==> src/hw/ifu_consts.svh <==
`ifndef IFU_CONSTS_SVH
`define IFU_CONSTS_SVH

// byte offset inside one cache line.
`define IFU_OFFSET_BITS 4

// line index width.
`define IFU_INDEX_BITS 2

`define IFU_LINES (1 << `IFU_INDEX_BITS)

// 32-bit words per line, one per burst beat.
`define IFU_LINE_WORDS 4

// address bits above the index.
`define IFU_TAG_BITS (32 - `IFU_INDEX_BITS - `IFU_OFFSET_BITS)

`define IFU_RESET_PC 32'h8000_0000

// beats in one refill burst.
`define IFU_BURST_LEN `IFU_LINE_WORDS

`endif

==> src/hw/fetch_addr_pkg.sv <==
`include "ifu_consts.svh"

package fetch_addr_pkg;

  // one fetch address, seen either as a plain word or split for the cache.
  typedef union packed {
    logic [31:0] raw;
    struct packed {
      logic [`IFU_TAG_BITS-1:0]      tag;
      logic [`IFU_INDEX_BITS-1:0]    index;
      logic [`IFU_OFFSET_BITS-3:0]   word;     // word within the line.
      logic [1:0]                    byte_sel; // nonzero means misaligned.
    } f;
  } fetch_addr_u;

endpackage

==> src/hw/fetch_control.sv <==
`timescale 1ns/1ps
`include "ifu_consts.svh"

module fetch_control import fetch_addr_pkg::*; (
  input  logic        clock,
  input  logic        reset,
  input  logic [31:0] npc,
  input  logic        npc_valid,
  input  logic        idu_ready,
  input  logic        block,
  input  logic        clear_pipeline,
  input  logic        hit,
  input  logic [31:0] hit_word,
  input  logic        refill_done,
  output fetch_addr_u pc,
  output logic        refill_start,
  output logic [31:0] ifu_pc,
  output logic [31:0] inst,
  output logic        inst_valid,
  output logic        inst_addr_misaligned
);

  localparam logic S_LOOKUP = 1'b0;
  localparam logic S_REFILL = 1'b1;

  logic        state;
  fetch_addr_u pc_q;
  fetch_addr_u fill_pc;
  fetch_addr_u npc_a;
  logic        pipeline_empty;
  logic [3:0]  mis_q;
  logic        npc_aligned;
  logic        npc_confirms;
  logic        lookup_en;

  assign npc_a       = npc;
  assign npc_aligned = (npc_a.f.byte_sel == 2'b00);

  // during a refill the cache sees the line being filled,
  // even if a redirect has already moved the pc.
  assign pc = (state == S_REFILL) ? fill_pc : pc_q;

  assign inst_addr_misaligned = mis_q[3];

  // one lookup per cycle while decode takes instructions.
  assign lookup_en = (state == S_LOOKUP) && (mis_q == 4'b0000) && idu_ready && !block &&
                     !clear_pipeline;

  // only fetch a missing line once the pc is known to be on the right path.
  assign npc_confirms = npc_valid && (npc == pc_q.raw);
  assign refill_start = lookup_en && !hit && (pipeline_empty || npc_confirms);

  always_ff @(posedge clock) begin
    if (reset) begin
      state <= S_LOOKUP;
    end else if (state == S_LOOKUP) begin
      if (refill_start) state <= S_REFILL;
    end else if (refill_done) begin
      state <= S_LOOKUP; // line is complete, look it up again.
    end
  end

  always_ff @(posedge clock) begin
    if (refill_start) begin
      fill_pc <= pc_q;
    end
  end

  // pc, redirect and the misaligned delay line.
  always_ff @(posedge clock) begin
    if (reset) begin
      pc_q.raw       <= `IFU_RESET_PC;
      inst_valid     <= 1'b0;
      pipeline_empty <= 1'b1;
      mis_q          <= 4'b0000;
    end else begin
      if (!block) begin
        mis_q[3:1] <= mis_q[2:0];
      end

      if (clear_pipeline) begin
        // redirect has priority over any lookup.
        pc_q.raw       <= npc;
        inst_valid     <= 1'b0;
        pipeline_empty <= 1'b1;
        if (npc_aligned) begin
          mis_q <= 4'b0000;
        end else begin
          mis_q[0] <= 1'b1;
        end
      end else if (lookup_en) begin
        if (hit) begin
          pc_q.raw       <= pc_q.raw + 32'd4;
          inst_valid     <= 1'b1;
          pipeline_empty <= 1'b0;
        end else begin
          inst_valid <= 1'b0; // nothing to present on a miss.
        end
      end
    end
  end

  // decode output payload.
  always_ff @(posedge clock) begin
    if (clear_pipeline) begin
      if (!npc_aligned) begin
        ifu_pc <= npc; // reported with the misaligned trap.
      end
    end else if (lookup_en && hit) begin
      ifu_pc <= pc_q.raw;
      inst   <= hit_word;
    end
  end

endmodule

==> src/hw/fetch_unit.sv <==
`timescale 1ns/1ps

module fetch_unit import fetch_addr_pkg::*; (
  input  logic        clock,
  input  logic        reset,
  input  logic [31:0] npc,
  input  logic        npc_valid,
  input  logic        idu_ready,
  input  logic        block,
  input  logic        clear_cache,
  input  logic        clear_pipeline,
  output logic [31:0] ifu_pc,
  output logic [31:0] inst,
  output logic        inst_valid,
  output logic        inst_addr_misaligned,
  output logic        refill_busy,
  output logic [31:0] araddr,
  output logic        arvalid,
  input  logic        arready,
  output logic        rready,
  input  logic [31:0] rdata,
  input  logic        rvalid,
  input  logic        rlast
);

  fetch_addr_u pc;
  logic        hit;
  logic [31:0] hit_word;
  logic        refill_start;
  logic        refill_done;
  logic        beat_valid;
  logic [31:0] beat_data;

  fetch_control control_i (
    .clock                (clock),
    .reset                (reset),
    .npc                  (npc),
    .npc_valid            (npc_valid),
    .idu_ready            (idu_ready),
    .block                (block),
    .clear_pipeline       (clear_pipeline),
    .hit                  (hit),
    .hit_word             (hit_word),
    .refill_done          (refill_done),
    .pc                   (pc),
    .refill_start         (refill_start),
    .ifu_pc               (ifu_pc),
    .inst                 (inst),
    .inst_valid           (inst_valid),
    .inst_addr_misaligned (inst_addr_misaligned)
  );

  icache_lines cache_i (
    .clock      (clock),
    .reset      (reset),
    .pc         (pc),
    .invalidate (clear_cache),
    .beat_valid (beat_valid),
    .beat_data  (beat_data),
    .hit        (hit),
    .hit_word   (hit_word)
  );

  // the line address is the pc at the miss.
  line_refill refill_i (
    .clock        (clock),
    .reset        (reset),
    .refill_start (refill_start),
    .line_addr    (pc),
    .araddr       (araddr),
    .arvalid      (arvalid),
    .rready       (rready),
    .arready      (arready),
    .rdata        (rdata),
    .rvalid       (rvalid),
    .rlast        (rlast),
    .beat_valid   (beat_valid),
    .beat_data    (beat_data),
    .refill_done  (refill_done),
    .refill_busy  (refill_busy)
  );

endmodule

==> src/hw/icache_lines.sv <==
`timescale 1ns/1ps
`include "ifu_consts.svh"

module icache_lines import fetch_addr_pkg::*; (
  input  logic        clock,
  input  logic        reset,
  input  fetch_addr_u pc,
  input  logic        invalidate,
  input  logic        beat_valid,
  input  logic [31:0] beat_data,
  output logic        hit,
  output logic [31:0] hit_word
);

  localparam int LINE_BITS = `IFU_LINE_WORDS * 32;

  logic [`IFU_LINES-1:0]    line_valid;
  logic [`IFU_TAG_BITS-1:0] line_tag [`IFU_LINES];
  logic [LINE_BITS-1:0]     line_data [`IFU_LINES];

  logic [`IFU_INDEX_BITS-1:0] idx;
  logic [LINE_BITS-1:0]       sel_line;

  assign idx      = pc.f.index;
  assign sel_line = line_data[idx];

  // lookup at the current pc.
  assign hit      = line_valid[idx] && (line_tag[idx] == pc.f.tag);
  assign hit_word = sel_line[{pc.f.word, 5'b00000} +: 32];

  // valid bits. a fill beat wins over an invalidate in the same cycle.
  always_ff @(posedge clock) begin
    if (reset) begin
      line_valid <= '0;
    end else begin
      if (invalidate) begin
        line_valid <= '0;
      end
      if (beat_valid) begin
        line_valid[idx] <= 1'b1;
      end
    end
  end

  // beats arrive lowest word first and shift in from the top,
  // so the line is in order after the last one.
  always_ff @(posedge clock) begin
    if (beat_valid) begin
      line_tag[idx]  <= pc.f.tag;
      line_data[idx] <= {beat_data, line_data[idx][LINE_BITS-1:32]};
    end
  end

endmodule

==> src/hw/line_refill.sv <==
`timescale 1ns/1ps
`include "ifu_consts.svh"

module line_refill import fetch_addr_pkg::*; (
  input  logic        clock,
  input  logic        reset,
  input  logic        refill_start,
  input  fetch_addr_u line_addr,
  output logic [31:0] araddr,
  output logic        arvalid,
  output logic        rready,
  input  logic        arready,
  input  logic [31:0] rdata,
  input  logic        rvalid,
  input  logic        rlast,
  output logic        beat_valid,
  output logic [31:0] beat_data,
  output logic        refill_done,
  output logic        refill_busy
);

  localparam logic [1:0] R_IDLE = 2'd0;
  localparam logic [1:0] R_ADDR = 2'd1;
  localparam logic [1:0] R_DATA = 2'd2;

  logic [1:0] state;

  assign arvalid     = (state == R_ADDR);
  assign rready      = (state == R_DATA);
  assign refill_busy = (state != R_IDLE);

  // every accepted beat goes straight to the cache.
  assign beat_valid  = rready && rvalid;
  assign beat_data   = rdata;
  assign refill_done = beat_valid && rlast;

  always_ff @(posedge clock) begin
    if (reset) begin
      state <= R_IDLE;
    end else begin
      case (state)
        R_IDLE: begin
          if (refill_start) state <= R_ADDR;
        end
        R_ADDR: begin
          if (arready) state <= R_DATA; // address taken.
        end
        R_DATA: begin
          if (refill_done) state <= R_IDLE;
        end
        default: begin
          state <= R_IDLE;
        end
      endcase
    end
  end

  // line aligned address, held while arvalid is up.
  always_ff @(posedge clock) begin
    if (state == R_IDLE && refill_start) begin
      araddr <= {line_addr.f.tag, line_addr.f.index, {`IFU_OFFSET_BITS{1'b0}}};
    end
  end

endmodule

==> config.mk <==
export PLATFORM = sky130hd
export DESIGN_NAME = fetch_unit
export DESIGN_NICKNAME = d
export VERILOG_FILES = /design/src/hw/fetch_addr_pkg.sv /design/src/hw/fetch_control.sv /design/src/hw/fetch_unit.sv /design/src/hw/icache_lines.sv /design/src/hw/line_refill.sv
export VERILOG_INCLUDE_DIRS = /design/src /design/src/hw
export SDC_FILE = /design/constraint.sdc
export NUM_CORES = 1
export LEC_CHECK = 0
export ABC_AREA = 1
export BUFFER_PORTS_ARGS = -buffer_cell sky130_fd_sc_hd__clkbuf_2
export CORE_MARGIN = 2
export CORE_UTILIZATION = 65
export CTS_CLUSTER_DIAMETER = 200
export DETAILED_ROUTE_END_ITERATION = 7
export PLACE_DENSITY_LB_ADDON = 0.25
export SLEW_MARGIN = 20
export SYNTH_ARGS = -nofsm -noshare
export SYNTH_HDL_FRONTEND = slang
export SYNTH_SLANG_ARGS = --single-unit
==> constraint.sdc <==
create_clock -name clock -period 15.7 [get_ports clock]
set_input_delay 1.57 -clock clock [delete_from_list [all_inputs] [get_ports clock]]
set_output_delay 1.57 -clock clock [all_outputs]
set_load 0.01 [all_outputs]
==> results.yml <==
outcome:
  outcome: "completed"
final_layout:
  final_cell_mix: "edfxtp_1 (738), nand2_1 (622), clkbuf_2 (170)"
  num-fill-cells: 2945
  final_common_cell: "edfxtp_1"
  synthToLayoutAreaGrowth_pct: 12.6
  nets: 2700
  finalNonFillerCells: 3302
  postLayoutCellArea_sq_um: 35100
  drive_gt1_frac: 0.133
die:
  core_area_sq_um: 47500
  rows: 80
  die_area_sq_um: 49700
  die_h_um: 223
  ios: 175
  initial_utilization: 0.656
  die_w_um: 223
cts:
  htree_num_levels: 3
  clkSlewWorstSetupHoldPaths_ns: 0.06
  cts_tree: "yes"
  cts_resized: 0
  clock_latency_ns: 0.61
  cts_buffers: 76
  hold_buffers: 0
  clkSinkCount: 783
  postCtsSetupBuffers: 0
  root_buffer: "clkbuf_16"
  clock_path_buffers: 3
routing:
  dr.pass1.iters: 5
  vias: 20100
  routedWlPerCell_um: 22.0
  first_iter_violations: 2286
  drc: 0
  route.antenna.remaining_nets: 0
  vias_per_cell: 6.07
  wirelength_um: 72500
global_route:
  grt_usage: 0.293
  grt_max_degree: 88
  grt-ovfl-total: 0
  grt_pass1_vias: 19600
  antenna_found_initial: 2
  grt_pass1_wl_um: 111000
place:
  place_area_sq_um: 32600
  dpl.hpwl_um: 42400
  dp.cells: 3162
  gp_congestion: 0.932
  io_buffer_count: 170
critical_path:
  r2r_end: "control_i.ifu_pc[23]$_DFFE_PP_"
  cp-start-kind: "flip-flop"
  rr_startpoint: "control_i.pc_q[4]$_SDFFE_PP0P_"
  critPathArrivalTime_ns: 5.38
  rr_worst_depth: 15
  worst-setup-path-type: "flip-flop to flip-flop"
  r2r_slack_ns: 10.53
  cp_max_fo: 79
  cp.required_ns: 15.91
  crit_path_end_kind: "flip-flop"
sta:
  fin_crit_ns: 5.17
  max_slew_margin: 0.234
  fin_crit_sh: 0.329
  slew_viol_final: 0
  finalSetupTns_ns: 0
  rsz0062_at_grt: "false"
  setup_viol: 0
  max_freq_ghz: 0.194
  hold_viol: 0
  fin_worst_skew_ns: 0.0223
  worst_pin_slew_ns: 1.14
synthesis:
  synth_cell_types: 47
  ys_seq_elements: 783
  synth.top_cell.area_share: 0.711
  synth.area.top_cells: "edfxtp_1 (71%), nand2_1 (7.5%), a22oi_1 (3.9%)"
  netlist_area_sq_um: 31200
  yosysSeqAreaShare: 0.739
  synth.avg_cell_area_sq_um: 12.7
  yosys_warnings: 0
  synth_cells: 2453
  yosysTopAreaCell: "edfxtp_1"
hold_path:
  hold_path_end: "control_i.mis_q[0]$_SDFFE_PP0P_"
  hold_class: "flip-flop to flip-flop"
  min-delay-start: "control_i.mis_q[0]$_SDFFE_PP0P_"
  holdPathStages: 2
flow_run:
  drv_cap: 0
power_and_ir_drop:
  ir_drop_mv: 0.0795
  power_leakage_nw: 12.8
  powerDensity_nw_per_um2: 129
-- cell families (layout without fill, tap and decap cells) --
kind of cell	count (synthesis)	count (layout)	synth area share
AO/OA/AOI/OAI	449	449	0.0952
XOR/XNOR	19	19	0.00534
adder cells (fa/ha/maj)	1	1	0.000401
buffers and inverters	269	499	0.0367
flip-flops	783	783	0.739
multiplexers	6	6	0.00201
other	1	5	0.000120
AND/OR/NAND/NOR	925	925	0.121
-- per-stage QoR --
step	worst slack [ns]	hold WS (ns)	total power, W	utilization
after floorplan	6.90	0.409	0.00263	-
after global placement	10.64	0.445	0.00275	0.686
after detailed placement	10.52	0.457	0.00276	0.686
after CTS	10.48	0.468	0.00456	0.738
after global routing	10.04	0.488	0.00468	0.738
final	10.53	0.471	0.00454	0.738
-- sequential cells by signal, indices dropped and copies added (netlist names), 2 cells and up --
name and count:
cache_i.line_tag 104, refill_i.state 2, control_i.mis_q 4, cache_i.line_valid 4, cache_i.line_data 512, refill_i.araddr 28, control_i.pc_q 32, control_i.inst 32
control_i.fill_pc 30, control_i.ifu_pc 32
-- cell type report --
cell class	count	area, sq um	share of cell area
Inverter	147	562	0.0160
Clock inverter	35	373	0.0106
Antenna cell	1	2.50	0.0000713
Clock buffer	104	2110	0.0601
Tap cell	615	769	0.0219
Sequential cell	783	23100	0.657
Multi-Input combinational cell	1404	7050	0.201
Timing Repair Buffer	213	1170	0.0334
-- Yosys cell counts (all sizes together) --
| cell | instances |
|---|---|
| clkbuf | 63 |
| a22oi | 162 |
| a211oi | 1 |
| mux2i | 4 |
| edfxtp | 738 |
| mux2 | 2 |
| o2111ai | 2 |
| o21ai | 161 |
| dfxtp | 45 |
| nor4 | 8 |
| buf | 59 |
| nand3b | 7 |
| a221oi | 34 |
| or2 | 5 |
| o22ai | 4 |
| o211ai | 7 |
| inv | 146 |
| o31ai | 1 |
| a22o | 25 |
| o21a | 2 |
| ha | 1 |
| a31oi | 30 |
| xor2 | 12 |
| conb | 1 |
| a21oi | 19 |
| xnor2 | 7 |
| nor2 | 143 |
| nand3 | 110 |
| nor3 | 12 |
| clkinv | 1 |
| nand4 | 12 |
| o22a | 1 |
| nand2 | 628 |
-- metal layers --
metal | routed length, um | vias to the layer above | track usage
met1 | 28700 | 9743 | 0.405
met2 | 35600 | 942 | 0.478
met5 | 22 | - | 0
met3 | 5710 | 139 | 0.0469
met4 | 2420 | 4 | 0.111
li1 | - | 9226 | -
-- critical path: stages (launching register included) --
cell and delay, ns:
dfxtp_1 0.51, inv_1 0.14, nand2_2 0.11, nand2_2 0.41
nor2_4 0.23, buf_4 0.73, nand2_1 0.11, nand3_1 0.18
nand2_1 0.07, nor2_1 0.08, nand3_1 0.10, nor2_2 0.17
nand3_2 0.32, nand2_4 0.47, inv_2 0.21, a21oi_4 0.84
-- power breakdown --
group | internal (W) | leakage (nW) | switching [W] | total, W
combinational | 0.000106 | 4.55 | 0.000269 | 0.000374
sequential | 0.00234 | 7.07 | 0.0000148 | 0.00235
clock | 0.00106 | 1.21 | 0.000753 | 0.00181
total | 0.00350 | 12.8 | 0.00104 | 0.00454
-- worst max path at each step --
stage	from	to	slack (ns)	cells after the start
after detailed placement	control_i.pc_q[4]$_SDFFE_PP0P_	control_i.ifu_pc[23]$_DFFE_PP_	10.52	15
after global routing	control_i.pc_q[4]$_SDFFE_PP0P_	control_i.ifu_pc[23]$_DFFE_PP_	10.04	15
after CTS	control_i.pc_q[4]$_SDFFE_PP0P_	control_i.ifu_pc[23]$_DFFE_PP_	10.48	15
after global placement	control_i.pc_q[4]$_SDFFE_PP0P_	control_i.ifu_pc[10]$_DFFE_PP_	10.64	15
after floorplan	rvalid	cache_i.line_data[1][0]$_DFFE_PP_	6.90	2
final	control_i.pc_q[4]$_SDFFE_PP0P_	control_i.ifu_pc[23]$_DFFE_PP_	10.53	15
(Power assumes the default switching activity.)
